`src/include/acore_defines.svh`:
```
`ifndef ACORE_DEFINES_SVH
`define ACORE_DEFINES_SVH

// interleaving and PI grouping
`define ACORE_NTI 16
`define ACORE_NOUT 4

// PI code in 512ths of a sample interval
`define ACORE_NPI 9

// ADC magnitude bits
`define ACORE_NADC 8

// cursor plus three post-cursors
`define ACORE_NTAPS 4

// signed widths of taps and emulated levels
`define ACORE_TAP_W 8
`define ACORE_SAMP_W 12

// default channel after reset
`define ACORE_TAP0_RST 64
`define ACORE_TAP1_RST 16
`define ACORE_TAP2_RST 8
`define ACORE_TAP3_RST 0

`endif

```
`src/const_pack.sv`:
```
`include "acore_defines.svh"

package const_pack;

    // one received word, bit 0 is the earliest symbol
    typedef logic [`ACORE_NTI-1:0] bits_word_t;

    // phase interpolator code
    typedef logic [`ACORE_NPI-1:0] pi_code_t;

    // channel tap, two's complement
    typedef logic signed [`ACORE_TAP_W-1:0] tap_t;

    // emulated analog level at one slice
    typedef logic signed [`ACORE_SAMP_W-1:0] sample_t;

    // ADC magnitude
    typedef logic [`ACORE_NADC-1:0] mag_t;

endpackage

```
`src/channel_isi.sv`:
```
`timescale 1ns/1ps

`include "acore_defines.svh"

module channel_isi import const_pack::*; (
    input  logic       clk,
    input  logic       rst_n,

    // received symbols for this word
    input  bits_word_t bits,

    // cursor first, then post-cursors
    input  tap_t       taps [`ACORE_NTAPS-1:0],

    // one level per slice
    output sample_t    samples [`ACORE_NTI-1:0]
);

    localparam int NTI    = `ACORE_NTI;
    localparam int NTAPS  = `ACORE_NTAPS;
    localparam int HIST_W = NTAPS - 1;

    // tail of the previous word, zero reads as symbol -1
    logic [HIST_W-1:0] hist;

    // history below the current word, so index k+HIST_W is slice k
    logic [NTI+HIST_W-1:0] sym_ext;

    sample_t level [NTI-1:0];

    assign sym_ext = {bits, hist};

    // post-cursor FIR, all slices in parallel
    always_comb begin
        for (int k = 0; k < NTI; k++) begin
            level[k] = '0;
            for (int j = 0; j < NTAPS; j++) begin
                // symbol at position k-j
                if (sym_ext[k - j + HIST_W]) begin
                    level[k] = level[k] + sample_t'(taps[j]);
                end else begin
                    level[k] = level[k] - sample_t'(taps[j]);
                end
            end
        end
    end

    always_ff @(posedge clk or negedge rst_n) begin
        if (!rst_n) begin
            hist <= '0;
            for (int k = 0; k < NTI; k++) begin
                samples[k] <= '0;
            end
        end else begin
            // last symbols of this word feed the next one
            hist <= bits[NTI-1 -: HIST_W];
            for (int k = 0; k < NTI; k++) begin
                samples[k] <= level[k];
            end
        end
    end

endmodule

```
`config.mk`:
```
export PLATFORM = sky130hd
export DESIGN_NAME = channel_isi
export DESIGN_NICKNAME = d
export VERILOG_FILES = /design/src/const_pack.sv /design/src/channel_isi.sv
export VERILOG_INCLUDE_DIRS = /design/src /design/src/include
export SDC_FILE = /design/constraint.sdc
export NUM_CORES = 1
export LEC_CHECK = 0
export BUFFER_PORTS_ARGS = -buffer_cell sky130_fd_sc_hd__clkbuf_2
export CAP_MARGIN = 5
export CORE_MARGIN = 1.5
export CORE_UTILIZATION = 40
export DETAILED_ROUTE_END_ITERATION = 7
export PLACE_DENSITY_LB_ADDON = 0.1
export SYNTH_ARGS = -nofsm -noshare
export SYNTH_HDL_FRONTEND = slang
export SYNTH_SLANG_ARGS = --single-unit
```
`constraint.sdc`:
```
create_clock -name clk -period 5.2 [get_ports clk]
set_clock_uncertainty 0.1 [all_clocks]
set_input_delay 0.26 -clock clk [delete_from_list [all_inputs] [get_ports clk]]
set_output_delay 0.26 -clock clk [all_outputs]
set_load 0.03 [all_outputs]
```
# Word level (Yosys, flattened, before mapping)
# Index checks and enable logic that the tools add are counted.
# word_totals
regBits,195
latch_bits,0
ramBits,0
rom_bits,0
inputBits,50
output_inout_bits,192
mem_count,0
# classes
add_sub_neg,97
multipliers,0
div,0
order_cmp,0
n_eq_ne,0
n_shift,0
mux,64
n_bitwise,0
reduce_logical,0
# ops
cell,n
$mux 12,64
$add 12x8->12,48
$sub 12x8->12,48
$sub 1x8->9 const A,1

# Longest topological paths before layout
# Gate-level depths: netlist of run 1.
# logic_depth
ltp_word,8
mapped_depth,29

# Least setup slack after synthesis of run 1
# No wires, ideal clock.
# synth_timing
kind,input -> register
startpoint,input taps[9] (netlist name)
endpoint,register samples[11] (netlist name)
setup_ps,80
t_arrival_ps,5844
slack_ps,-824
stages,25
cell_sequence,buf_2 -> buf_1 -> inv_1 -> ha_1 -> clkbuf_1 -> nor3b_1 -> clkbuf_1 -> nor2_1 -> xor2_1 -> ha_1 -> and3_1 -> a2111o_1 -> xor2_1 -> ha_1 -> or3_1 -> o211a_1 -> or2_2 -> xor2_1 -> ha_1 -> a21o_1 -> a21o_1 -> a41o_1 -> o31ai_1 -> xor2_1 -> xnor2_1
# synth_lines
item,line_no,source
"start, declared",channel_isi.sv:13,"input tap_t taps [`ACORE_NTAPS-1:0],"
"end signal, assigned by index",channel_isi.sv:58,samples[k] <= level[k];
"end, declared",channel_isi.sv:16,output sample_t samples [`ACORE_NTI-1:0]

==> results of run 1 <==
cell families (layout without fill, tap and decap cells):
logic type                 count (synthesis)  count (layout)  share of synthesized area [%]
and+or+nand+nor                         1137            1137                           15.3
buffers and inverters                    459             766                           5.57
AOI/OAI and AO/OA                       1136            1136                           21.0
adders and majority gates                518             518                           21.2
xor gates and xnor gates                 750             750                           20.6
muxes                                     67              67                           2.27
other                                      0               4                              0
DFF                                      180             180                           14.0
per-stage QoR:
step | setup TNS, ns | hold WS (ns) | instance area, sq um
2_1_floorplan | -0.0887 | -0.136 | 32300
3_3_place_gp | -0.367 | 0.230 | 35900
3_5_place_dp | -0.604 | 0.236 | 35900
4_1_cts | 0 | 0.115 | 36500
5_1_grt | 0 | 0.140 | 36500
6_report | 0 | 0.173 | 36500
flip-flops by register name, summed over array words and instances (netlist names):
name and cells:
hist 3, samples 177
final cells by class:
type | instances | area share, %
antenna | 4 | 0.0275
clock buffer | 19 | 1.24
clock inverter | 13 | 0.316
inverter | 257 | 2.65
multi-input combinational | 3608 | 71.3
sequential | 180 | 12.4
tap | 1050 | 3.60
timing repair buffer | 477 | 8.49
critical path, cell delays in order:
cell and delay, ns:
clkbuf_2 0.14, inv_1 0.07, ha_1 0.57, mux2_2 0.26, inv_1 0.06, fa_1 0.46
nor2b_1 0.12, o21ai_0 0.10, a21boi_0 0.24, o21ai_0 0.17, a21oi_1 0.24, nor2_1 0.09
xnor2_1 0.20, ha_1 0.30, and3_1 0.17, a211o_1 0.32, xor2_1 0.15, ha_1 0.30
or2_2 0.31, a21oi_1 0.15, a21oi_1 0.07, xnor2_1 0.22, xnor2_1 0.16, xnor2_1 0.14
final timing paths:
check / start / endpoint / slack (ns) / cells after the start
worst min-delay path: taps[24] / samples[180] / 0.17 / 2
worst max register to register: hist[2] / samples[11] / 0.38 / 18
worst max-delay path: taps[1] / samples[167] / 0.26 / 24
min in group asynchronous: rst_n / samples[125] / 0.20 / 2
max in group asynchronous: rst_n / samples[8] / 3.74 / 3
worst min register to register: hist[0] / samples[8] / 1.00 / 3
per-layer routing:
| layer | vias up | share of wire [%] | global-route usage [%] |
|---|---|---|---|
| met3 | 117 | 6.0 | 4.30 |
| li1 | 15100 | - | - |
| met5 | - | 0.056 | 0 |
| met2 | 760 | 44 | 43.5 |
| met1 | 13600 | 48 | 38.2 |
| met4 | 10 | 2.1 | 6.36 |
placed cells by master, fill, tap and decap left out, drive strengths merged, types with 9 or more instances in the layout:
cell / count
nor2: 590
o21ai: 479
ha: 470
xor2: 400
xnor2: 345
a21oi: 288
nand2: 275
inv: 264
clkbuf: 260
buf: 233
dfrtp: 180
a21o: 116
nor2b: 61
nand3: 49
mux2: 49
fa: 48
nand2b: 44
a21boi: 41
o21bai: 37
o31ai: 31
a211oi: 30
nor3: 27
o21a: 24
mux2i: 18
or3: 17
and3: 16
o311ai: 14
nand4: 11
or2: 11
and2: 10
o211a: 10
o41ai: 9
power by group:
part | total, mW | internal (mW) | switching (mW)
combinational | 17.8 | 7.69 | 10.1
sequential | 2.53 | 2.32 | 0.212
clock | 1.36 | 0.652 | 0.708
total | 21.7 | 10.7 | 11.0
==> flow_summary.json, run 1 <==
{
  "vias_per_cell": 5.27,
  "design.core.area_sq_mm": 0.0794,
  "cts_tree": "yes",
  "yosysMostFrequentCell": "nor2_1",
  "leakagePower_nw": 17.8,
  "fin_cells": 5608,
  "clock_latency_ns": 0.52,
  "root_buffer": "clkbuf_16",
  "dp_cells": 5569,
  "avgSynthCellArea_sq_um": 7.58,
  "synthTopCellsByCount": "590 x nor2_1, 470 x ha_1, 464 x o21ai_0, 400 x xor2_1, 345 x xnor2_1",
  "grt_pass1_vias": 27600,
  "drive_above_1_share_pct": 13.1,
  "routedWlPerCell_um": 20.1,
  "syn-num-nets": 4815,
  "vdd_ir_drop_max_mv": 0.394,
  "fin_util_pct": 45.9,
  "ys_seq_elements": 180,
  "final.period_utilization_pct": 95.0,
  "dr.pass1.iters": 5,
  "criticalPathCategory": "input port to flip-flop",
  "synth.top_cell.area_share_pct": 18.3,
  "synth_area_sq_mm": 0.0322,
  "worstPathMaxFanout": 11,
  "yosysWarnings": 0,
  "arrival_ns": 5.27,
  "synthFlopType": "dfrtp_1",
  "drtAntennaViolNets": 0,
  "synthDistinctLibCells": 61,
  "row_count": 103,
  "power.density_mw_per_mm2": 595,
  "portBuffers": 241,
  "setup.worst_path.start_class": "input port",
  "relSlewSlack_pct": 32.5,
  "dp_hpwl_um": 84400,
  "htree_levels": 4,
  "cts_setup_buffers": 0,
  "drcViolationCount": 0,
  "initial_core_util_pct": 40.6,
  "drt_wl_total_um": 113000,
  "fp.dieW_um": 287,
  "ctsResizeCount": 0,
  "vias": 29500,
  "synth_edf_count": 0,
  "status": "completed",
  "grt_setup_unrepaired": "no",
  "cap_violations": 0,
  "antenna_found_initial": 10,
  "io-pin-count": 242,
  "clkSinkCount": 180,
  "die_area_sq_mm": 0.0822,
  "cp-end-kind": "flip-flop",
  "clkTransAtPathRegs_ns": 0.08,
  "finalMaxSlewViolations": 0,
  "grt_pass1_wl_um": 170000,
  "gr-total-overflow": 0,
  "multi_input_area_sq_mm": 0.0260,
  "grtUsageTotal_pct": 27.2,
  "synth_async_sr_flop_share_pct": 100,
  "hp-class": "input port to flip-flop",
  "die_h_um": 287,
  "nets": 5109,
  "drtIter0Drc": 2080,
  "totalPowerFinal_mw": 21.7,
  "worstPathRequired_ns": 5.53,
  "fmax_ghz": 0.202,
  "setup_viol": 0,
  "fillers": 8095,
  "cts_buffers": 17,
  "syn_inst": 4247,
  "setup_slack_ns": 0.260,
  "yosys-top-cells-area": "ha_1 18%, dfrtp_1 14%, xor2_1 11%",
  "place.gp.congestion": 0.918,
  "regArea_sq_mm": 0.00450,
  "yosysTopAreaCell": "ha_1",
  "fin_crit_ns": 4.94,
  "grt_max_degree": 103,
  "ys_seq_area_share_pct": 14.0,
  "tightest_slew_ns": 1.01,
  "cts_buffer_depth": 2,
  "dp_slack_ns": -0.149,
  "hold_buffers": 3,
  "hold_violations": 0,
  "syn_to_final_growth_pct": 13.2
}
Note: power is estimated with default switching activity, not from simulation.
==> inputs of run 2 (changes only) <==
Settings changed: CORE_MARGIN 1.5 to 2.
==> flow_summary.json, run 2 (same netlist as run 1, synthesis figures left out) <==
{
  "slowest_stage": "dlygate4sd3_1",
  "dr.pass1.iters": 5,
  "crit_start": "bits[13]",
  "largest_register": "samples",
  "finalMaxSlewViolations": 0,
  "dp_hpwl_um": 86600,
  "met1_length_um": 53700,
  "fp.dieW_um": 288,
  "tightest_slew_ns": 0.832,
  "nets": 5239,
  "finalSetupTns_ns": 0,
  "drtAntennaViolNets": 0,
  "gr-total-overflow": 0,
  "setup_viol": 0,
  "drtIter0Drc": 2035,
  "drcViolationCount": 0,
  "max_stage_delay_ns": 0.52,
  "grt_pass1_vias": 28000,
  "initial_core_util_pct": 40.2,
  "route.met3.wl_um": 6650,
  "design.core.area_sq_mm": 0.0802,
  "syn_to_final_growth_pct": 16.4,
  "drive_above_1_share_pct": 15.6,
  "top_layer": "met5",
  "rr_endpoint": "samples[11]",
  "setup.worst_path.start_class": "input port",
  "worstPathRequired_ns": 5.54,
  "dp_slack_ns": -0.168,
  "holdWs_ns": 0.209,
  "htree_levels": 4,
  "leakagePower_nw": 18.4,
  "status": "completed",
  "power.density_mw_per_mm2": 604,
  "vias_per_cell": 5.22,
  "die_h_um": 288,
  "fillers": 8243,
  "vias": 30000,
  "fmax_ghz": 0.205,
  "cp_common_cell": "a21oi_1",
  "setup_slack_ns": 0.315,
  "worstPathMaxFanout": 7,
  "die_area_sq_mm": 0.0828,
  "grt_pass1_wl_um": 171000,
  "fin_area_sq_mm": 0.0375,
  "cts_buffer_depth": 2,
  "worst-r2r-cell-count": 18,
  "top_regs": "samples: 177 flops, hist: 3 flops",
  "criticalPathCategory": "input port to flip-flop",
  "cts_buffers": 17,
  "route.met2.wl_um": 49300,
  "grtUsageTotal_pct": 27.3,
  "reg2reg_setup_slack_ns": 0.36,
  "row_count": 104,
  "drt_wl_total_um": 113000,
  "vdd_ir_drop_max_mv": 0.419,
  "cp-end-kind": "flip-flop",
  "grt_setup_unrepaired": "no",
  "relSlewSlack_pct": 44.6,
  "cts_tree": "yes",
  "reg2reg_from": "hist[2]",
  "mostFrequentLayoutCells": "589 x nor2_1, 466 x ha_1, 464 x o21ai_0",
  "final.period_utilization_pct": 93.9,
  "multi_input_area_sq_mm": 0.0260,
  "clkSinkCount": 180,
  "final_common_cell": "nor2_1",
  "root_buffer": "clkbuf_16",
  "fin_crit_ns": 4.89,
  "regArea_sq_mm": 0.00451,
  "clkTransAtPathRegs_ns": 0.08,
  "routedWlPerCell_um": 19.8,
  "hp-class": "input port to asynchronous set/reset pin",
  "antenna_found_initial": 10,
  "endpoint": "samples[167]",
  "clock_latency_ns": 0.52,
  "place.gp.congestion": 0.941,
  "io-pin-count": 242,
  "cap_violations": 0,
  "portBuffers": 241,
  "hold_violations": 0,
  "grt_max_degree": 65,
  "arrival_ns": 5.23,
  "placedInstanceArea_sq_mm": 0.0368,
  "path_cells": "dlygate4sd3_1 > buf_2 > buf_4 > nor2_1 > xor2_1 > ha_1 > a21oi_1 > nor2b_1 > nor4_1 > a21oi_1 > xor2_1 > ha_1 > a21oi_1 > nor2b_1 > a211o_1 > xor2_1 > ha_1 > or2_2 > a21oi_1 > a21oi_1 > xnor2_1 > xnor2_1 > xnor2_1",
  "largest_register_ff_count": 177
}
-- run 2: cell count changes in the layout (fill, tap and decap cells not counted), moves of 2 or more --
cell       previous run  this run
clkinv_4              3         1
clkbuf_8              3         1
bufinv_16             0         3
clkinv_2              0         2
inv_6                 5         1
buf_4               225       355
-- run 2: routing by layer --
metal,track usage (%),vias to the layer above
li1,-,15300
met1,37.6,13700
met2,42.6,773
met3,4.77,170
met4,9.74,10
met5,0,-
-- run 2: final cells by class --
type	count	area share (%)
Clock buffer	17	1.13
Antenna cell	4	0.0267
Tap cell	1060	3.54
Multi-Input combinational cell	3608	69.5
Clock inverter	12	0.424
Inverter	257	2.57
Timing Repair Buffer	607	10.8
Sequential cell	180	12.0
-- run 2: worst min path at each step --
stage / startpoint / to / slack, ns / cells past startpoint
finish: rst_n / samples[97] / 0.21 / 2
floorplan: rst_n / hist[0] / -0.14 / 0
global placement: rst_n / samples[97] / 0.21 / 1
global route: taps[24] / samples[180] / 0.16 / 2
CTS: taps[24] / samples[180] / 0.14 / 2
detailed placement: rst_n / samples[97] / 0.21 / 1
-- run 2: critical path: cells and delay by family --
family | cells | cell delay, ns
AND/OR/NAND/NOR | 5 | 0.90
XOR/XNOR | 6 | 0.98
adder cells (fa/ha/maj) | 3 | 1.03
AO/OA/AOI/OAI | 6 | 1.00
buffers and inverters | 3 | 1.05
-- run 2: report_power, final --
part           switching [mW]  internal [mW]  total, mW  leakage [nW]
Clock                   0.675          0.749       1.42         0.275
Combinational            10.3           8.43       18.7          16.0
Sequential              0.221           2.32       2.54          2.09
Total                    11.2           11.5       22.7          18.4
-- run 2: stage by stage --
step,total power [mW],utilization (%),instances
after floorplan,15.8,-,4247
after global placement,21.2,45.9,5708
after detailed placement,21.1,45.9,5708
after CTS,22.8,46.7,5741
after global routing,25.1,46.8,5743
final,22.7,46.8,5745
-- run 2: what timing repair did --
action / CTS / global route
buffers inserted: 0 / 0
hold endpoints to repair: 63 / 0
endpoints found under the setup margin: 0 / 5
hold buffers: 4 / 0
gates resized for setup: 0 / 6
