[src/include/acore_defines.svh]
`ifndef ACORE_DEFINES_SVH
`define ACORE_DEFINES_SVH

// interleaving and PI grouping
`define ACORE_NTI 16
`define ACORE_NOUT 4

// PI code in 512ths of a sample interval
`define ACORE_NPI 9

// ADC magnitude bits
`define ACORE_NADC 8

// cursor plus three post-cursors
`define ACORE_NTAPS 4

// signed widths of taps and emulated levels
`define ACORE_TAP_W 8
`define ACORE_SAMP_W 12

// default channel after reset
`define ACORE_TAP0_RST 64
`define ACORE_TAP1_RST 16
`define ACORE_TAP2_RST 8
`define ACORE_TAP3_RST 0

`endif

[src/const_pack.sv]
`include "acore_defines.svh"

package const_pack;

    // one received word, bit 0 is the earliest symbol
    typedef logic [`ACORE_NTI-1:0] bits_word_t;

    // phase interpolator code
    typedef logic [`ACORE_NPI-1:0] pi_code_t;

    // channel tap, two's complement
    typedef logic signed [`ACORE_TAP_W-1:0] tap_t;

    // emulated analog level at one slice
    typedef logic signed [`ACORE_SAMP_W-1:0] sample_t;

    // ADC magnitude
    typedef logic [`ACORE_NADC-1:0] mag_t;

endpackage

[src/adc_quantizer.sv]
`timescale 1ns/1ps

`include "acore_defines.svh"

module adc_quantizer import const_pack::*; (
    input  logic       clk,
    input  logic       rst_n,

    // mixed levels
    input  sample_t    samples [`ACORE_NTI-1:0],

    // sign and magnitude per slice
    output mag_t       adder_out [`ACORE_NTI-1:0],
    output bits_word_t sign_out
);

    localparam int NTI = `ACORE_NTI;
    localparam int W   = `ACORE_SAMP_W;

    // full scale of the magnitude
    localparam logic [W:0] MAG_MAX = (1 << `ACORE_NADC) - 1;

    // one extra bit so that the most negative level has an absolute value
    logic signed [W:0] ext_val [NTI-1:0];
    logic [W:0]        abs_val [NTI-1:0];
    mag_t              mag_next [NTI-1:0];
    bits_word_t        sign_next;

    always_comb begin
        for (int k = 0; k < NTI; k++) begin
            ext_val[k]   = {samples[k][W-1], samples[k]};
            abs_val[k]   = ext_val[k][W] ? -ext_val[k] : ext_val[k];
            // zero counts as positive
            sign_next[k] = ~samples[k][W-1];
            if (abs_val[k] > MAG_MAX) begin
                mag_next[k] = MAG_MAX[`ACORE_NADC-1:0];
            end else begin
                mag_next[k] = abs_val[k][`ACORE_NADC-1:0];
            end
        end
    end

    always_ff @(posedge clk or negedge rst_n) begin
        if (!rst_n) begin
            sign_out <= '0;
            for (int k = 0; k < NTI; k++) begin
                adder_out[k] <= '0;
            end
        end else begin
            sign_out <= sign_next;
            for (int k = 0; k < NTI; k++) begin
                adder_out[k] <= mag_next[k];
            end
        end
    end

endmodule

[config.mk]
export PLATFORM = sky130hd
export DESIGN_NAME = adc_quantizer
export DESIGN_NICKNAME = d
export VERILOG_FILES = /design/src/const_pack.sv /design/src/adc_quantizer.sv
export VERILOG_INCLUDE_DIRS = /design/src /design/src/include
export SDC_FILE = /design/constraint.sdc
export NUM_CORES = 1
export LEC_CHECK = 0
export BUFFER_PORTS_ARGS = -buffer_cell sky130_fd_sc_hd__buf_2
export CORE_MARGIN = 5
export CORE_UTILIZATION = 44
export CTS_BUF_LIST = sky130_fd_sc_hd__clkbuf_4 sky130_fd_sc_hd__clkbuf_8
export DETAILED_ROUTE_END_ITERATION = 10
export PLACE_DENSITY = 0.78
export REMOVE_ABC_BUFFERS = 1
export SYNTH_ARGS = -nofsm -noshare
export SYNTH_HDL_FRONTEND = slang
export SYNTH_SLANG_ARGS = --single-unit
[constraint.sdc]
create_clock -name clk -period 0.8 [get_ports clk]
set_input_delay 0.08 -clock clk [delete_from_list [all_inputs] [get_ports clk]]
set_output_delay 0.08 -clock clk [all_outputs]
set_load 0.02 [all_outputs]
# Yosys cells after proc, flatten, opt, wreduce, memory -nomap -nowiden
# Index checks and enable logic that the tools add are counted.
[totals]
out_inout_bits = 144
ff_bits = 144
elab_cells = 97
inputBits = 194
[classes]
muxes = 32
n_bitwise = 16
addsub = 16
magnitude_cmp = 16
[op_table]
columns = ["cell", "n"]
rows = [
  ["greater-than comparator 13 x 8 -> 1 bit, second input constant", 16],
  ["2-to-1 mux 13 bit", 16],
  ["negator 12 -> 13 bit", 16],
  ["2-to-1 mux 8 bit", 16],
  ["inverter 1 bit", 16],
]

# Longest topological paths before layout
# Gate-level depths: netlist of run 1.
[logic_depth]
word_depth = 4
mapped_depth = 6
depth_no_buf = 6

# Worst setup path before layout of run 1
# OpenSTA, ideal clock, no wires.
[synth_path]
kind = "in2reg"
start = "input port samples[162] in the netlist's numbering"
end = "register adder_out[105] in the netlist's numbering"
setup_ns = 0.080
path_buffers = 0
setup_slack_ns = -0.642
required_time_ns = 0.720
stages = 4
t_arrival_ns = 1.362
path_cell_list = "or4_4 -> o311a_1 -> a211o_4 -> o211ai_2"
[synth_rtl]
columns = ["item", "line", "text"]
rows = [
  ["start, declared", "adc_quantizer.sv:10", "input sample_t samples [`ACORE_NTI-1:0],"],
  ["end signal, assigned by index", "adc_quantizer.sv:52", "adder_out[k] <= mag_next[k];"],
  ["end, declared", "adc_quantizer.sv:13", "output mag_t adder_out [`ACORE_NTI-1:0],"],
]

==> reports/qor.csv, run 1 <==
metric;value;unit
yosysWarnings;0;
drt_iter0_markers;692;
drt_pass1_iterations;5;
gp_congestion;0.949;
cts_htree_levels;4;
die_area;0.0195;mm^2
finalSetupTns;-62.68;ns
ant_nets;0;
ys_ff_latch;144;
rsz0062_at_grt;yes;
slew_headroom;0.593;
final_max_slew_viol_count;0;
use_met1;0.338;
area_growth;95.1;%
timing.final.crit_share;1.48;
multi_input_area;0.00428;mm^2
fin_area;0.0144;mm^2
timing.final.ws_setup;-0.382;ns
hold_viol;0;
clock-root-buffer;clkbuf_8;
setup_viol;256;
clock.fmax;0.846;GHz
seqCellArea;0.00360;mm^2
syn-instance-count;731;
grt_pass1_vias;9700;
grt_pass1_wl;50100;um
synth-seq-area-share;0.488;
ys_top_cells_by_area;dfrtp_1, xor2_1, nand2_1, xnor2_1, ha_1;
crit_path_top_delay_cell;or4_4;
clk_pin_slew;0.09;ns
power.density;1390;mW/mm^2
p_leak;6.51;nW
fin_nets;1615;
cts_made_buffers;17;
cap_violations;0;
antenna_found_initial;3;
num_rows;47;
drive_gt1_frac;0.560;
finalCriticalPeriod;1.18;ns
drc;0;
worst_slew_pin_slew;0.605;ns
syn_area;0.00739;mm^2
nFillCells;679;
status;complete, but fails checks;
busiest_layer;met2;
cts_tree;yes;
grt-ovfl-total;0;
groute.usage.overall;0.322;
die_w;140;um
die_y;140;um
synth.distinct_cells;40;
start_kind;primary input;
use_met3;0.0696;
final_common_cell;buf_4;
irDropWorstVdd;0.00113;V
start_util;0.447;
slowest_delay;0.55;ns
synth.top_cell.area_share;0.488;
avgSynthCellArea;10.1;um^2
critPathKind;in -> reg;
met2_usage;0.591;
worstPathArrival;1.54;ns
final_cell_mix;buf_4, buf_6, buf_2, dfrtp_1, dlygate4sd3_1;
placeableCoreArea;0.0165;mm^2
hold_path.class;in -> reg;
path_cells;buf_6 > or4_4 > o311a_1 > a211o_4 > o211ai_2;
grt_max_degree;34;
hpwl;19300;um
dr_total_vias;9452;
cts.path.max_buffers;2;
violations;setup timing;
numPortBuffers;337;
clkSinkCount;144;
placed_area;0.0110;mm^2
endpoint_kind;flop;
routed_wl;37400;um
crit_path_max_fanout;8;
vias_per_cell;5.77;
io_pins;338;
worstPathRequired;1.16;ns
synth_top_cell_by_area;dfrtp_1;
wl_per_cell;22.8;um
[synth_stat cells (all sizes together)]
| cell type | count |
|---|---|
| o311ai | 1 |
| nand4b | 1 |
| o311a | 10 |
| a31oi | 5 |
| xnor2 | 34 |
| nor2 | 23 |
| or4 | 12 |
| nor4b | 3 |
| o21ai | 29 |
| nand4 | 2 |
| o2bb2ai | 2 |
| a32oi | 2 |
| dfrtp | 144 |
| nand2b | 13 |
| o211ai | 14 |
| clkbuf | 11 |
| ha | 16 |
| and3 | 16 |
| nand2 | 124 |
| o2111ai | 3 |
| a211o | 10 |
| or3 | 13 |
| a22oi | 3 |
| nand3 | 24 |
| nor4 | 18 |
| o41ai | 13 |
| nor2b | 2 |
| or2 | 5 |
| nor3b | 4 |
| mux2 | 3 |
| xor2 | 62 |
| inv | 50 |
| o31ai | 15 |
| nor3 | 19 |
| a21oi | 16 |
| and3b | 9 |
[logic make-up after synthesis]
logic type / share of synthesized area
mux: 0.00457
compound gates: 0.137
fa+ha+maj: 0.0271
simple gates: 0.199
xor+xnor: 0.114
buf+inv: 0.0310
flops: 0.488
[what timing repair did]
item,4_1_cts,5_1_grt
resized for setup,391,143
endpoints found under the setup margin,270,272
pin swaps,67,47
hold buffers,87,2
endpoints found under the hold margin,234,3
setup buffers,12,11
[final timing paths]
path | from | to | slack (ns) | depth (start not counted)
max | samples[15] | adder_out[9] | -0.38 | 5
min | samples[111] | adder_out[75] | 0.009 | 4
max in group asynchronous | rst_n | adder_out[127] | 0.22 | 3
min in group asynchronous | rst_n | adder_out[93] | 0.07 | 2
[sequential cells by signal, summed over array words and instances (netlist names)]
| signal | flops |
|---|---|
| adder_out | 128 |
| sign_out | 16 |
[cell type report]
cell class | instances | share of cell area
Timing Repair Buffer | 666 | 0.389
Multi-Input combinational cell | 526 | 0.297
Sequential cell | 144 | 0.250
Tap cell | 220 | 0.0191
Clock buffer | 18 | 0.0172
Inverter | 50 | 0.0148
Clock inverter | 11 | 0.0132
Antenna cell | 3 | 0.000521
[per-stage QoR]
| stage | power, mW | instances | worst slack (ns) | hold WS (ns) | utilization |
|---|---|---|---|---|---|
| global route | 20.6 | 1638 | -0.445 | 0.00164 | 0.872 |
| finish | 20.0 | 1638 | -0.382 | 0.00949 | 0.872 |
| detailed placement | 11.6 | 1494 | -0.841 | -0.0294 | 0.665 |
| global placement | 11.5 | 1494 | -0.791 | -0.0355 | 0.665 |
| CTS | 18.9 | 1622 | -0.319 | -0.00378 | 0.830 |
| floorplan | 9.32 | 720 | -0.642 | -0.216 | - |
[power by group]
part | internal, mW | switching [mW]
logic | 2.79 | 2.82
registers | 7.55 | 0.177
clock network | 3.74 | 2.91
[layer usage]
metal	wire length, um	vias to the layer above
li1	-	3927
met1	12100	4554
met2	19100	718
met3	3150	253
met4	3030	0
met5	0	-
[critical path: cells and delay by family]
family,cells,cell delay [ns]
AND/OR/NAND/NOR,1,0.55
buffers and inverters,1,0.09
AO/OA/AOI/OAI,3,0.82
No activity file was read; power rests on OpenSTA's default activity.
==> run 2, diff against run 1 <==
--- a/config.mk
+++ b/config.mk
@@ -8,10 +8,11 @@
 export LEC_CHECK = 0
 export BUFFER_PORTS_ARGS = -buffer_cell sky130_fd_sc_hd__buf_2
 export CORE_MARGIN = 5
-export CORE_UTILIZATION = 44
+export CORE_UTILIZATION = 25
 export CTS_BUF_LIST = sky130_fd_sc_hd__clkbuf_4 sky130_fd_sc_hd__clkbuf_8
 export DETAILED_ROUTE_END_ITERATION = 10
-export PLACE_DENSITY = 0.78
+export MAX_ROUTING_LAYER = met4
+export PLACE_DENSITY = 0.49
 export REMOVE_ABC_BUFFERS = 1
 export SYNTH_ARGS = -nofsm -noshare
 export SYNTH_HDL_FRONTEND = slang
==> reports/qor.csv, run 2 (synthesis gave the netlist of run 1 again) <==
metric;value;unit
fin_nets;1650;
p_leak;6.56;nW
critPathKind;in -> reg;
critPathTopFamily;compound AO/OA/AOI/OAI gates;
finalSetupTns;-57.53;ns
final_max_slew_viol_count;0;
dr_total_vias;8156;
drt_pass1_iterations;4;
worstPathRequired;1.17;ns
violations;setup timing;
antenna_found_initial;5;
drive_gt1_frac;0.523;
die_w;182;um
clk_pin_slew;0.10;ns
setup_viol;235;
grt_max_degree;37;
cts_tree;yes;
worst-path-buf-inv;1;
hold_end;adder_out[76];
grt_pass1_vias;8772;
path_cells;buf_6 > or4_4 > o311a_1 > a211o_4 > o211ai_2;
rsz0062_at_grt;yes;
clock-root-buffer;clkbuf_8;
slew_headroom;0.734;
io_pins;338;
num_rows;63;
die_y;182;um
hold_path.class;in -> reg;
slowest_delay;0.53;ns
irDropWorstVdd;0.000746;V
start_util;0.251;
hpwl;20900;um
drc;0;
pre_cts_slack;-0.852;ns
wl_per_cell;15.1;um
crit_path_max_fanout;8;
clock.fmax;0.884;GHz
largest_reg_flops;128;
die_area;0.0331;mm^2
gp_congestion;0.833;
largestRegisters;adder_out x128, sign_out x16;
grt_pass1_wl;44300;um
drt_iter0_markers;225;
min_path_cells;4;
cts_made_buffers;17;
timing.final.crit_share;1.41;
finalCriticalPeriod;1.13;ns
numPortBuffers;337;
area_growth;98.5;%
ant_nets;0;
cts_hold_buffers;133;
routed_wl;28000;um
cts_htree_levels;4;
final_cell_mix;buf_4, buf_6, buf_2, dfrtp_1, dlygate4sd3_1;
placeableCoreArea;0.0294;mm^2
clkSinkCount;144;
power.density;1310;mW/mm^2
worst_slew_pin_slew;0.393;ns
status;complete, but fails checks;
power.total;19.3;mW
final_common_cell;buf_4;
groute.usage.overall;0.170;
endpoint_kind;flop;
cp.depth;5;
vias_per_cell;4.41;
cts.path.max_buffers;2;
hold_viol;0;
crit_path_top_delay_cell;or4_4;
timing.final.ws_setup;-0.331;ns
regMostFlops;adder_out;
grt-ovfl-total;0;
cap_violations;0;
start_kind;primary input;
worstPathArrival;1.50;ns
hold_start;samples[112];
nFillCells;2673;
## run 2: cell types whose count changed in the layout (fill, tap and decap cells not counted), moves of 5 or more
cell,delta
inv_4,-5
inv_2,+5
nand2_1,+10
dlygate4sd3_1,+37
nand2_2,-10
buf_6,-6
buf_8,-7
buf_2,+12
## run 2: layer usage
metal | track usage | share of wire
met1 | 0.190 | 0.40
met3 | 0.0511 | 0.068
met5 | - | 0
met4 | 0.0498 | 0.022
met2 | 0.293 | 0.51
## run 2: metrics by stage
step,instance area [um^2],std cells,hold slack [ns],util
after floorplan,7350,720,-0.216,-
after global placement,11300,1672,-0.0566,0.383
after detailed placement,11300,1672,-0.0562,0.383
after CTS,14300,1848,0.000188,0.487
after global routing,14700,1848,-0.0156,0.499
final,14700,1848,0.00640,0.499
## run 2: how the worst max path moves through the flow
stage / start / endpoint
after floorplan: samples[186] / adder_out[121]
after global placement: samples[42] / adder_out[25]
after detailed placement: samples[42] / adder_out[25]
after CTS: adder_out[10] / adder_out[10]
after global routing: adder_out[10] / adder_out[10]
final: samples[3] / adder_out[1]
## run 2: area by class of cell
class | instances | area [um^2] | share of cell area
repair buffers | 701 | 5860 | 0.399
multi-input cells | 526 | 4080 | 0.278
clock buffers | 19 | 262 | 0.0178
inverters | 50 | 190 | 0.0130
well taps | 390 | 488 | 0.0333
flip-flops and latches | 144 | 3600 | 0.246
clock inverters | 13 | 174 | 0.0119
diodes | 5 | 12.5 | 0.000853
## run 2: repair_timing
action	in CTS	in global routing
hold endpoints to repair	261	1
resized for setup	358	97
setup buffers	11	3
setup endpoints to repair	266	271
pin swaps	63	45
## run 2: power by group
part	switching [mW]	internal, mW	leakage, nW
clock	3.11	3.31	0.210
sequential	0.150	7.54	1.35
combinational	2.36	2.79	4.99
total	5.62	13.6	6.56
==> run 3, diff against run 2 <==
--- a/config.mk
+++ b/config.mk
@@ -6,11 +6,12 @@
 export SDC_FILE = /design/constraint.sdc
 export NUM_CORES = 1
 export LEC_CHECK = 0
-export BUFFER_PORTS_ARGS = -buffer_cell sky130_fd_sc_hd__buf_2
+export BUFFER_PORTS_ARGS = -buffer_cell sky130_fd_sc_hd__buf_4
 export CORE_MARGIN = 5
 export CORE_UTILIZATION = 25
 export CTS_BUF_LIST = sky130_fd_sc_hd__clkbuf_4 sky130_fd_sc_hd__clkbuf_8
 export DETAILED_ROUTE_END_ITERATION = 10
+export HOLD_SLACK_MARGIN = 0.05
 export MAX_ROUTING_LAYER = met4
 export PLACE_DENSITY = 0.49
 export REMOVE_ABC_BUFFERS = 1
==> reports/qor.csv, run 3 (synthesis gave the netlist of run 1 again) <==
metric;value;unit
placeableCoreArea;0.0294;mm^2
timing.final.ws_setup;-0.291;ns
routed_wl;28000;um
die_w;182;um
clkSinkCount;144;
hpwl;21400;um
cts.path.max_buffers;2;
grt_max_degree;50;
hold_start;samples[64];
die_area;0.0331;mm^2
hold_path.class;in -> reg;
finalSetupTns;-59.14;ns
regMostFlops;adder_out;
path_cells;buf_6 > or4_4 > o311a_1 > a211o_4 > o211ai_2;
startpoint;samples[41];
num_rows;63;
start_kind;primary input;
clk_pin_slew;0.10;ns
fin_nets;1647;
final_max_slew_viol_count;0;
gp_congestion;0.845;
drc;0;
irDropWorstVdd;0.000946;V
worstPathArrival;1.46;ns
status;complete, but fails checks;
setup_viol;252;
final_common_cell;buf_4;
vias_per_cell;4.35;
groute.usage.overall;0.170;
whs;-0.0156;ns
critPathKind;in -> reg;
p_leak;6.65;nW
worstPathRequired;1.17;ns
grt_pass1_vias;8527;
largestRegisters;adder_out x128, sign_out x16;
grt_pass1_wl;44000;um
hold_viol;4;
grt-ovfl-total;0;
clock.fmax;0.917;GHz
slowest_delay;0.56;ns
power.density;1240;mW/mm^2
clock-root-buffer;clkbuf_8;
cts_made_buffers;17;
cts_htree_levels;4;
cap_violations;0;
slew_headroom;0.733;
crit_path_max_fanout;8;
final_cell_mix;buf_4, buf_6, dfrtp_1, dlygate4sd3_1, nand2_1;
drive_gt1_frac;0.515;
wl_per_cell;15.2;um
drt_pass1_iterations;4;
die_y;182;um
antenna_found_initial;3;
dr_total_vias;8026;
finalCriticalPeriod;1.09;ns
worst-path-buf-inv;1;
timing.final.crit_share;1.36;
drt_iter0_markers;298;
endpoint_kind;flop;
hold_end;adder_out[44];
violations;hold timing, setup timing;
area_growth;102;%
critPathTopFamily;compound AO/OA/AOI/OAI gates;
rsz0062_at_grt;yes;
min_path_cells;4;
largest_reg_flops;128;
numPortBuffers;337;
power.total;18.5;mW
cts_tree;yes;
start_util;0.251;
io_pins;338;
ant_nets;0;
worst_slew_pin_slew;0.395;ns
crit_path_top_delay_cell;or4_4;
run 3: changes by cell type in the layout (fill, tap and decap cells not counted), moves of 4 or more:
cell,change
nand2_2,-4
buf_4,+156
buf_2,-167
dlygate4sd3_1,+5
nand2_1,+5
run 3: report_power, final:
group          switching [mW]  leakage [nW]  internal [mW]  total [mW]
clock network            3.22         0.183           2.25        5.47
registers               0.151          1.35           7.54        7.70
logic                    2.32          5.11           3.00        5.32
run 3: how the worst max path moves through the flow:
| stage | slack (ns) | cells past startpoint | to |
|---|---|---|---|
| floorplan | -0.64 | 4 | adder_out[121] |
| global placement | -0.85 | 5 | adder_out[25] |
| detailed placement | -0.86 | 5 | adder_out[25] |
| CTS | -0.34 | 1 | adder_out[62] |
| global route | -0.37 | 1 | adder_out[62] |
| finish | -0.29 | 5 | adder_out[25] |
run 3: through the flow:
step	instance area (um^2)	utilization	cells	setup WS, ns	hold WS (ns)
floorplan	7350	-	720	-0.642	-0.216
global placement	12100	0.410	1667	-0.845	-0.109
detailed placement	12100	0.410	1667	-0.858	-0.109
CTS	14600	0.497	1841	-0.342	-0.117
global route	15000	0.509	1843	-0.373	-0.0267
finish	15000	0.509	1843	-0.291	-0.0156
run 3: metal layers:
layer / up-vias / share of wire / global-route usage
li1: 3993 / - / -
met1: 3778 / 0.41 / 0.194
met2: 225 / 0.51 / 0.292
met3: 30 / 0.063 / 0.0477
met4: 0 / 0.019 / 0.0498
met5: - / 0 / -
run 3: area by class of cell:
cell class              count  area, um^2
clock buffers              17         234
diodes                      3        7.51
fillers                  2739       14400
well taps                 390         488
flip-flops and latches    144        3600
repair buffers            698        6270
clock inverters            15         125
inverters                  50         190
multi-input cells         526        4040
run 3: timing repair:
| action | in CTS | in global routing |
|---|---|---|
| pin swaps | 63 | 38 |
| gates resized for setup | 211 | 98 |
| buffers inserted | 7 | 1 |
| endpoints found under the hold margin | 286 | 29 |
| hold buffers | 135 | 14 |
| setup endpoints to repair | 259 | 275 |
run 3: tightest hold or removal path: cells and delay by family:
family | cells | cell delay, ns
xor+xnor | 1 | 0.05
buf+inv | 2 | 0.20
simple gates | 1 | 0.07
