<file path="src/include/acore_defines.svh">
`ifndef ACORE_DEFINES_SVH
`define ACORE_DEFINES_SVH

// interleaving and PI grouping
`define ACORE_NTI 16
`define ACORE_NOUT 4

// PI code in 512ths of a sample interval
`define ACORE_NPI 9

// ADC magnitude bits
`define ACORE_NADC 8

// cursor plus three post-cursors
`define ACORE_NTAPS 4

// signed widths of taps and emulated levels
`define ACORE_TAP_W 8
`define ACORE_SAMP_W 12

// default channel after reset
`define ACORE_TAP0_RST 64
`define ACORE_TAP1_RST 16
`define ACORE_TAP2_RST 8
`define ACORE_TAP3_RST 0

`endif

</file>
<file path="src/const_pack.sv">
`include "acore_defines.svh"

package const_pack;

    // one received word, bit 0 is the earliest symbol
    typedef logic [`ACORE_NTI-1:0] bits_word_t;

    // phase interpolator code
    typedef logic [`ACORE_NPI-1:0] pi_code_t;

    // channel tap, two's complement
    typedef logic signed [`ACORE_TAP_W-1:0] tap_t;

    // emulated analog level at one slice
    typedef logic signed [`ACORE_SAMP_W-1:0] sample_t;

    // ADC magnitude
    typedef logic [`ACORE_NADC-1:0] mag_t;

endpackage

</file>
<file path="src/acore_cfg_regs.sv">
`timescale 1ns/1ps

`include "acore_defines.svh"

module acore_cfg_regs import const_pack::*; (
    input  logic       clk,
    input  logic       rst_n,

    // tap write strobe
    input  logic       cfg_wr,
    input  logic [1:0] cfg_addr,
    input  tap_t       cfg_data,

    // taps seen by the channel model
    output tap_t       taps [`ACORE_NTAPS-1:0]
);

    localparam int NTAPS = `ACORE_NTAPS;

    // default channel, keyed by tap index
    localparam tap_t TAP_RST [NTAPS-1:0] = '{
        0: tap_t'(`ACORE_TAP0_RST),
        1: tap_t'(`ACORE_TAP1_RST),
        2: tap_t'(`ACORE_TAP2_RST),
        3: tap_t'(`ACORE_TAP3_RST)
    };

    always_ff @(posedge clk or negedge rst_n) begin
        if (!rst_n) begin
            for (int j = 0; j < NTAPS; j++) begin
                taps[j] <= TAP_RST[j];
            end
        end else if (cfg_wr) begin
            // only the addressed tap moves, the rest hold
            taps[cfg_addr] <= cfg_data;
        end
    end

endmodule

</file>
<file path="config.mk">
export PLATFORM = sky130hd
export DESIGN_NAME = acore_cfg_regs
export DESIGN_NICKNAME = d
export VERILOG_FILES = /design/src/const_pack.sv /design/src/acore_cfg_regs.sv
export VERILOG_INCLUDE_DIRS = /design/src /design/src/include
export SDC_FILE = /design/constraint.sdc
export NUM_CORES = 1
export LEC_CHECK = 0
export BUFFER_PORTS_ARGS = -buffer_cell sky130_fd_sc_hd__buf_2
export CORE_MARGIN = 4
export CORE_UTILIZATION = 47
export DETAILED_ROUTE_END_ITERATION = 8
export PLACE_DENSITY = 0.85
export SLEW_MARGIN = 5
export SYNTH_ARGS = -nofsm -noshare
export SYNTH_HDL_FRONTEND = slang
export SYNTH_SLANG_ARGS = --single-unit
export TNS_END_PERCENT = 1
</file>
<file path="constraint.sdc">
create_clock -name clk -period 0.9 [get_ports clk]
set_input_delay 0.135 -clock clk [delete_from_list [all_inputs] [get_ports clk]]
set_output_delay 0.135 -clock clk [all_outputs]
set_load 0.02 [all_outputs]
</file>
Yosys cells after proc, flatten, opt, wreduce, memory -nomap -nowiden --
Index checks and enable logic that the tools add are counted.
Operators by class: order comparisons 2, mux-type cells 3, reduce and logical (&&, ||, !) cells 1
Operators by type and width (count):
- bitwise mux 32 bit | 1
- demux 8 bit (select 2 bit) | 1
- 2-to-1 mux 8 bit | 1
- < comparator 2 x 3 -> 1 bit, second input constant | 1
- greater-or-equal comparator 2 x 1 -> 1 bit, second input constant | 1
- logical AND 1 bit | 1
Storage, ports and cells: output and inout bits 32, bits in registers 32, logic and storage cells 10

Depth between registers and ports, before layout --
Gate-level depths: netlist (run 1).
word-level depth 5, depth in mapped cells 2, mapped depth without buffers 2

Least setup slack after synthesis (run 1) --
OpenSTA, ideal clock, no wires.
kind input to register, from input cfg_addr[0], to register taps[0] in the netlist's numbering, setup time 0.125 ns, path slack -0.058 ns, arrival time 0.833 ns, path buffers 0, stages on the path 2, cell sequence nor3b_4 -> mux2_2
Between the ends: cells in the longest elaborated chain, start to end 5, elaborated cells on any way between the ends 6
RTL lines:
- start, declared | line acore_cfg_regs.sv:11 | input logic [1:0] cfg_addr,
- < comparator 2 x 3 -> 1 bit (not written as such) or greater-or-equal comparator 2 x 1 -> 1 bit (tied branches) | line acore_cfg_regs.sv:35 | taps[cfg_addr] <= cfg_data;
- logical AND 1 bit (not written as such) | line acore_cfg_regs.sv:35
- 2-to-1 mux 8 bit (not written as such) | line acore_cfg_regs.sv:35
- demux 8 bit (select 2 bit) (*) | line acore_cfg_regs.sv:35
- bitwise mux 32 bit (*) | line acore_cfg_regs.sv:35
- end signal, assigned by index | line acore_cfg_regs.sv:31 | taps[j] <= TAP_RST[j];
- end signal, assigned by index | line acore_cfg_regs.sv:35
- end, declared | line acore_cfg_regs.sv:15 | output tap_t taps [`ACORE_NTAPS-1:0]
Every way passes the cells marked *; elsewhere a longest branch is shown, timed or not. A chain may end at the register's enable or synchronous reset.

Worst setup path in the final report (run 1) --
from register taps[11] in the netlist's numbering, to output taps[11] in the netlist's numbering
No word-level cell between the ends.

==> results.sh, run 1 <==
export IMPL_worstPathCellList="buf_6"
export IMPL_insertion_delay_ns=0.32
export IMPL_gp_congestion=0.698
export IMPL_synth_top_cell_area_share_pct=59.7
export IMPL_htreeDepth=2
export IMPL_hp_class="in -> reg"
export IMPL_reg2reg_from="taps[11]"
export IMPL_slowest_delay_ns=0.55
export IMPL_crit_buf_inv=1
export IMPL_start_kind="flop"
export IMPL_ant_nets=0
export IMPL_top_regs="taps: 32 flops"
export IMPL_area_growth_pct=34.2
export IMPL_max_clock_path_buffers=2
export IMPL_multi_input_area_um2=412
export IMPL_synthTopCellsByCount="32 x mux2_2, 29 x dfrtp_1, 3 x dfstp_2"
export IMPL_clock_sinks=32
export IMPL_wl_per_cell_um=16.6
export IMPL_dr_pass1_iters=4
export IMPL_num_rows=18
export IMPL_r2r_end="taps[11]"
export IMPL_ir_worst_vdd_uv=1730
export IMPL_io_buffers=44
export IMPL_core_area_mm2=0.00248
export IMPL_grt_pass1_vias=857
export IMPL_p_per_area_mw_per_mm2=2360
export IMPL_wl_mm=2.57
export IMPL_crit_path_end="taps[11]"
export IMPL_yosysSeqAreaShare_pct=66.2
export IMPL_route_detailed_drc=0
export IMPL_stdcell_count=155
export IMPL_diodes=0
export IMPL_cp_required_ns=0.76
export IMPL_async_flop_share_pct=100
export IMPL_root_buffer="clkbuf_4"
export IMPL_fmax_ghz=0.892
export IMPL_use_met2_pct=28.1
export IMPL_overflow=0
export IMPL_grt_max_degree=33
export IMPL_drt_initial_drc_count=9
export IMPL_tightest_slew_ns=0.273
export IMPL_drive_above_1_share_pct=76.0
export IMPL_top_register="taps"
export IMPL_die_area_mm2=0.00347
export IMPL_hold_viol=0
export IMPL_n_fill_cell=187
export IMPL_grtUsageMet1_pct=20.0
export IMPL_syn_area_mm2=0.00122
export IMPL_nets=137
export IMPL_clk_pin_slew_ns=0.10
export IMPL_violations="negative setup slack"
export IMPL_pin_count=45
export IMPL_r2r_worst_path_cells=2
export IMPL_rsz0062_at_grt="yes"
export IMPL_synth_largest_area_cell="dfrtp_1"
export IMPL_grt_usage_pct=17.0
export IMPL_cts_made_buffers=5
export IMPL_finalCriticalPeriod_ns=1.12
export IMPL_fin_crit_sh_pct=125
export IMPL_maxCapViolCount=0
export IMPL_crit_fanout=2
export IMPL_syn_num_nets=81
export IMPL_whs_ns=0.0870
export IMPL_setup_viol_count_final=32
export IMPL_fin_ws_ns=-0.221
export IMPL_path_class="reg -> out"
export IMPL_ys_ff_latch=32
export IMPL_met3_usage_pct=8.55
export IMPL_yosysMostFrequentCell="mux2_2"
export IMPL_crit_start="taps[11]"
export IMPL_seqCellArea_um2=805
export IMPL_utilization_pct=65.9
export IMPL_critPathArrivalTime_ns=0.99
export IMPL_yosysUniqueCellTypes=6
export IMPL_drv_slew=0
export IMPL_endpoint_kind="output port"
export IMPL_cp_num_cells=1
export IMPL_dpl_hpwl_mm=1.84
export IMPL_synth_flop_cell="dfrtp_1"
export IMPL_synth_edff_count=0
export IMPL_antenna_found_initial=0
export IMPL_slew_headroom_pct=81.7
export IMPL_via_per_inst=5.06
export IMPL_crit_family="flip-flops"
export IMPL_finClkSkew_ns=0
export IMPL_grt_pass1_wl_mm=4.22
export IMPL_status="finished with violations"
export IMPL_top_usage_layer="met2"
export IMPL_crit_slowest_cell="dfstp_2"
export IMPL_start_util_pct=49.1
export IMPL_largest_reg_flops=32
export IMPL_vias=785
export IMPL_yosys_warnings=0
export IMPL_dp_cells=145
export IMPL_synth_area_leaders="dfrtp_1 60%, mux2_2 30%, dfstp_2 6.5%"
export IMPL_die_h_um=58.9
export IMPL_die_w_um=58.9
export IMPL_avgSynthCellArea_um2=17.9
export IMPL_synth_cells=68
export IMPL_leakage_nw=0.786
export IMPL_tritoncts="yes"
export IMPL_power_mw=3.85
export IMPL_rrSetupSlack_ns=0.06
-- stage by stage --
step,TNS [ns],cell area [um^2],setup WS [ns]
5_1_grt,-5.30,1630,-0.269
6_report,-3.62,1630,-0.221
4_1_cts,-3.97,1610,-0.233
2_1_floorplan,-0.462,1220,-0.0577
3_3_place_gp,-5.33,1510,-0.210
3_5_place_dp,-5.76,1510,-0.228
-- metal layers --
layer | wire length (um) | part of all wire (%) | up-vias
met3 | 213 | 8.3 | 0
li1 | - | - | 357
met5 | 0 | 0 | -
met4 | 0 | 0 | 0
met2 | 1360 | 53 | 28
met1 | 1000 | 39 | 400
-- how the worst min path moves through the flow --
stage / start / slack [ns] / depth (start not counted) / endpoint
after floorplan: rst_n / -0.16 / 0 / taps[0]
after global placement: rst_n / 0.1 / 2 / taps[24]
after detailed placement: rst_n / 0.10 / 2 / taps[16]
after CTS: cfg_data[4] / 0.08 / 2 / taps[28]
after global routing: cfg_data[6] / 0.07 / 2 / taps[14]
final: cfg_data[5] / 0.09 / 2 / taps[29]
-- report_power, final --
| part | internal, mW | switching [mW] | total (mW) |
|---|---|---|---|
| clock network | 0.371 | 0.466 | 0.838 |
| logic | 0.518 | 0.618 | 1.14 |
| registers | 1.73 | 0.149 | 1.88 |
-- kinds of logic after synthesis --
kind of cell	synth area share (%)
mux	29.6
simple gates	4.22
flops	66.2
-- cell type report --
| class | instances | share of cell area [%] |
|---|---|---|
| clock inverters | 2 | 0.613 |
| multi-input cells | 36 | 25.2 |
| flip-flops and latches | 32 | 49.3 |
| clock buffers | 6 | 3.14 |
| well taps | 30 | 2.30 |
| repair buffers | 49 | 19.4 |
-- what timing repair did --
action	CTS	global route
setup endpoints to repair	32	32
hold endpoints to repair	32	0
hold buffers	1	0
gates resized for setup	6	8
setup buffers	1	0
-- cell usage in the layout, fill, tap and decap left out, drive strengths merged --
cell type and instances:
nor3b 1, clkinv 2, nand3 1, dfstp 3
clkbuf 6, mux2 32, dfrtp 29, buf 48
dlygate4sd3 1, nand3b 2
Power figures use the tool's default switching activity.
==> run 2: changes to the inputs <==
--- a/config.mk
+++ b/config.mk
@@ -7,10 +7,11 @@
 export NUM_CORES = 1
 export LEC_CHECK = 0
 export BUFFER_PORTS_ARGS = -buffer_cell sky130_fd_sc_hd__buf_2
+export CORE_ASPECT_RATIO = 1.5
 export CORE_MARGIN = 4
-export CORE_UTILIZATION = 47
+export CORE_UTILIZATION = 49
 export DETAILED_ROUTE_END_ITERATION = 8
-export PLACE_DENSITY = 0.85
+export PLACE_DENSITY = 0.87
 export SLEW_MARGIN = 5
 export SYNTH_ARGS = -nofsm -noshare
 export SYNTH_HDL_FRONTEND = slang
==> constraint.sdc (replaced) <==
create_clock -name clk -period 1.37 [get_ports clk]
set_input_delay 0.2055 -clock clk [delete_from_list [all_inputs] [get_ports clk]]
set_output_delay 0.2055 -clock clk [all_outputs]
set_load 0.02 [all_outputs]
==> results.sh, run 2 (synthesis results as in run 1) <==
export IMPL_status="completed"
export IMPL_via_per_inst=5.34
export IMPL_gp_congestion=0.710
export IMPL_slew_headroom_pct=56.0
export IMPL_root_buffer="clkbuf_4"
export IMPL_core_area_mm2=0.00231
export IMPL_slowest_delay_ns=0.53
export IMPL_grt_pass1_vias=852
export IMPL_endpoint_kind="output port"
export IMPL_worstPathCellList="buf_2"
export IMPL_crit_fanout=2
export IMPL_grt_pass1_wl_mm=3.98
export IMPL_leakage_nw=0.747
export IMPL_cts_hold_fix_buffers=1
export IMPL_die_w_um=48.7
export IMPL_grt_usage_pct=15.7
export IMPL_largest_reg_flops=32
export IMPL_top_regs="taps: 32 flops"
export IMPL_hp_class="in -> reg"
export IMPL_crit_family="flip-flops"
export IMPL_cts_made_buffers=5
export IMPL_fmax_ghz=0.826
export IMPL_drv_slew=0
export IMPL_crit_slowest_cell="dfstp_2"
export IMPL_top_register="taps"
export IMPL_htreeDepth=2
export IMPL_whs_path_depth=2
export IMPL_post_cts_buffers=0
export IMPL_finClkSkew_ns=0
export IMPL_hold_viol=0
export IMPL_die_area_mm2=0.00336
export IMPL_drt_initial_drc_count=5
export IMPL_start_util_pct=52.6
export IMPL_drive_above_1_share_pct=73.8
export IMPL_io_buffers=44
export IMPL_fin_tns_setup_ns=0
export IMPL_tritoncts="yes"
export IMPL_power_mw=2.43
export IMPL_area_growth_pct=26.7
export IMPL_final_common_cell="buf_2"
export IMPL_die_h_um=69.0
export IMPL_ant_nets=0
export IMPL_cts_repair_resized=0
export IMPL_start_kind="flop"
export IMPL_nets=134
export IMPL_setup_viol_count_final=0
export IMPL_fin_crit_sh_pct=88.3
export IMPL_rrSetupSlack_ns=0.59
export IMPL_r2r_worst_path_cells=1
export IMPL_maxCapViolCount=0
export IMPL_hp_start="cfg_data[1]"
export IMPL_route_detailed_drc=0
export IMPL_insertion_delay_ns=0.31
export IMPL_r2r_end="taps[4]"
export IMPL_path_class="reg -> out"
export IMPL_tightest_slew_ns=0.660
export IMPL_dp_cells=136
export IMPL_reg2reg_from="taps[4]"
export IMPL_dpl_cell_area_mm2=0.00147
export IMPL_antenna_found_initial=0
export IMPL_fin_ws_ns=0.160
export IMPL_vias=775
export IMPL_final_cell_mix="44 x buf_2, 32 x mux2_2, 29 x dfrtp_1"
export IMPL_grt_max_degree=33
export IMPL_clock_sinks=32
export IMPL_crit_buf_inv=1
export IMPL_pin_count=45
export IMPL_num_rows=21
export IMPL_wl_mm=2.28
export IMPL_dp_slack_ns=0.169
export IMPL_stdcell_count=145
export IMPL_min_to="taps[9]"
export IMPL_finalCriticalPeriod_ns=1.21
export IMPL_critPathArrivalTime_ns=1.00
export IMPL_wl_per_cell_um=15.7
export IMPL_dr_pass1_iters=4
export IMPL_ir_worst_vdd_uv=1220
export IMPL_rsz0062_at_grt="no"
export IMPL_cp_required_ns=1.16
export IMPL_p_per_area_mw_per_mm2=1580
export IMPL_diodes=0
export IMPL_dpl_hpwl_mm=1.71
export IMPL_design_area_mm2=0.00154
export IMPL_clk_pin_slew_ns=0.09
export IMPL_overflow=0
export IMPL_max_clock_path_buffers=2
-- run 2: worst max-delay path by stage --
stage                 from  endpoint  slack (ns)  cells after the start
6_report          taps[11]  taps[11]        0.16                      1
3_3_place_gp   cfg_addr[0]  taps[16]        0.19                      3
5_1_grt           taps[30]  taps[30]        0.09                      1
2_1_floorplan  cfg_addr[0]   taps[0]        0.34                      2
4_1_cts           taps[11]  taps[11]        0.13                      1
3_5_place_dp   cfg_addr[1]  taps[14]        0.17                      3
-- run 2: power by group --
group	switching (mW)	total, mW	internal [mW]	leakage [nW]
Clock	0.289	0.542	0.253	0.0326
Combinational	0.391	0.671	0.280	0.340
Sequential	0.0821	1.22	1.13	0.375
-- run 2: cell type report --
class,count,area (um^2)
Sequential cell,32,805
Clock buffer,8,58.8
Timing Repair Buffer,46,238
Multi-Input combinational cell,36,412
Fill cell,171,771
Tap cell,23,28.8
-- run 2: stage by stage --
step,util [%],hold WS [ns]
5_1_grt,66.7,0.128
4_1_cts,66.7,0.139
2_1_floorplan,-,-0.0901
3_5_place_dp,63.7,0.276
3_3_place_gp,63.7,0.267
6_report,66.7,0.153
-- run 2: metal layers --
metal  up-vias  routed length, um  part of all wire, %  track usage, %
li1        354                  -                    -               -
met1       391                796                   35            15.2
met2        26               1260                   55            26.3
met3         4                179                  7.8            8.84
met4         0                 42                  1.8            7.19
met5         -                  0                    0               0
==> run 3: changes to the inputs <==
==> constraint.sdc (replaced) <==
create_clock -name clk -period 1.5 [get_ports clk]
set_input_delay 0.225 -clock clk [delete_from_list [all_inputs] [get_ports clk]]
set_output_delay 0.225 -clock clk [all_outputs]
set_load 0.02 [all_outputs]
==> results.sh, run 3 (synthesis results as in run 1) <==
export IMPL_r2r_worst_path_cells=1
export IMPL_crit_path_end="taps[11]"
export IMPL_critPathArrivalTime_ns=1.00
export IMPL_dr_pass1_iters=3
export IMPL_largest_reg_flops=32
export IMPL_tightest_slew_ns=0.680
export IMPL_maxCapViolCount=0
export IMPL_antenna_found_initial=0
export IMPL_cp_required_ns=1.27
export IMPL_crit_slowest_cell="dfstp_2"
export IMPL_r2r_end="taps[1]"
export IMPL_slew_headroom_pct=54.7
export IMPL_cts_made_buffers=5
export IMPL_top_regs="taps: 32 flops"
export IMPL_switching_share_pct=31.4
export IMPL_final_common_cell="buf_2"
export IMPL_pin_count=45
export IMPL_die_area_mm2=0.00336
export IMPL_vias=775
export IMPL_n_fill_cell=183
export IMPL_nets=134
export IMPL_clock_sinks=32
export IMPL_final_cell_mix="44 x buf_2, 32 x mux2_2, 29 x dfrtp_1"
export IMPL_die_h_um=69.0
export IMPL_reg2reg_from="taps[1]"
export IMPL_leakage_nw=0.747
export IMPL_gp_congestion=0.704
export IMPL_rsz0062_at_grt="no"
export IMPL_route_detailed_drc=0
export IMPL_finClkSkew_ns=0
export IMPL_hp_class="in -> reg"
export IMPL_ir_worst_vdd_uv=884
export IMPL_design_area_mm2=0.00154
export IMPL_io_buffers=44
export IMPL_htreeDepth=2
export IMPL_drive_above_1_share_pct=73.8
export IMPL_overflow=0
export IMPL_drv_slew=0
export IMPL_dpl_hpwl_mm=1.77
export IMPL_insertion_delay_ns=0.32
export IMPL_diodes=0
export IMPL_wl_mm=2.40
export IMPL_finalCriticalPeriod_ns=1.23
export IMPL_num_rows=21
export IMPL_grt_max_degree=33
export IMPL_p_clk_share_pct=22.1
export IMPL_clk_pin_slew_ns=0.09
export IMPL_crit_buf_inv=1
export IMPL_area_growth_pct=26.7
export IMPL_fin_crit_sh_pct=81.9
export IMPL_crit_start="taps[11]"
export IMPL_drt_initial_drc_count=8
export IMPL_start_util_pct=52.6
export IMPL_root_buffer="clkbuf_4"
export IMPL_power_frac_seq_pct=50.1
export IMPL_power_switching_mw=0.696
export IMPL_start_kind="flop"
export IMPL_p_comb_share_pct=27.8
export IMPL_setup_viol_count_final=0
export IMPL_power_internal_mw=1.52
export IMPL_max_clock_path_buffers=2
export IMPL_hold_viol=0
export IMPL_crit_family="flip-flops"
export IMPL_cts_repair_resized=0
export IMPL_worstPathCellList="buf_2"
export IMPL_cp_num_cells=1
export IMPL_grt_usage_pct=16.1
export IMPL_p_per_area_mw_per_mm2=1440
export IMPL_grt_pass1_wl_mm=4.08
export IMPL_via_per_inst=5.34
export IMPL_path_class="reg -> out"
export IMPL_endpoint_kind="output port"
export IMPL_slowest_delay_ns=0.53
export IMPL_core_area_mm2=0.00231
export IMPL_status="completed"
export IMPL_dpl_cell_area_mm2=0.00147
export IMPL_rrSetupSlack_ns=0.74
export IMPL_tritoncts="yes"
export IMPL_wl_per_cell_um=16.6
export IMPL_top_register="taps"
export IMPL_fmax_ghz=0.814
export IMPL_fin_tns_setup_ns=0
export IMPL_die_w_um=48.7
export IMPL_grt_pass1_vias=830
export IMPL_ant_nets=0
export IMPL_crit_fanout=2
[run 3: worst min-delay path by stage]
stage	from	end	slack [ns]	depth (start not counted)
global placement	rst_n	taps[16]	0.29	1
detailed placement	rst_n	taps[24]	0.30	1
floorplan	rst_n	taps[0]	-0.07	0
finish	cfg_data[4]	taps[12]	0.18	2
global route	cfg_data[4]	taps[12]	0.15	2
CTS	cfg_data[4]	taps[12]	0.16	2
[run 3: layout make-up]
cell class                      instances  area [um^2]  share of cell area [%]
Sequential cell                        32          805                    52.2
Tap cell                               23         28.8                    1.87
Timing Repair Buffer                   46          238                    15.4
Multi-Input combinational cell         36          412                    26.7
Clock buffer                            8         58.8                    3.81
[run 3: power by group through the flow]
stage	Sequential, mW	Clock (mW)	Combinational (mW)
after global placement	1.12	0	0.610
after global routing	1.14	0.557	0.656
after floorplan	1.34	0	0.164
after CTS	1.12	0.512	0.628
after detailed placement	1.13	0	0.625
final	1.11	0.490	0.616
[run 3: repair_timing]
| item | in CTS | in global routing |
|---|---|---|
| endpoints found under the hold margin | 29 | 0 |
| hold buffers | 1 | 0 |
| buffers inserted | 0 | 0 |
[run 3: routing by layer]
layer | global-route usage [%] | up-vias | share of wire, %
met5 | 0 | - | 0
met4 | 8.98 | 0 | 2.4
met3 | 6.03 | 8 | 6.1
met2 | 26.7 | 25 | 55
met1 | 17.2 | 389 | 36
li1 | - | 353 | -
[run 3: metrics by stage]
step / hold slack, ns / util, % / cells / worst slack [ns] / total power [mW]
5_1_grt: 0.147 / 66.7 / 145 / 0.211 / 2.35
2_1_floorplan: -0.0706 / - / 68 / 0.452 / 1.50
6_report: 0.175 / 66.7 / 145 / 0.271 / 2.22
3_5_place_dp: 0.298 / 63.7 / 136 / 0.261 / 1.76
4_1_cts: 0.157 / 66.7 / 145 / 0.247 / 2.26
3_3_place_gp: 0.286 / 63.7 / 136 / 0.303 / 1.73
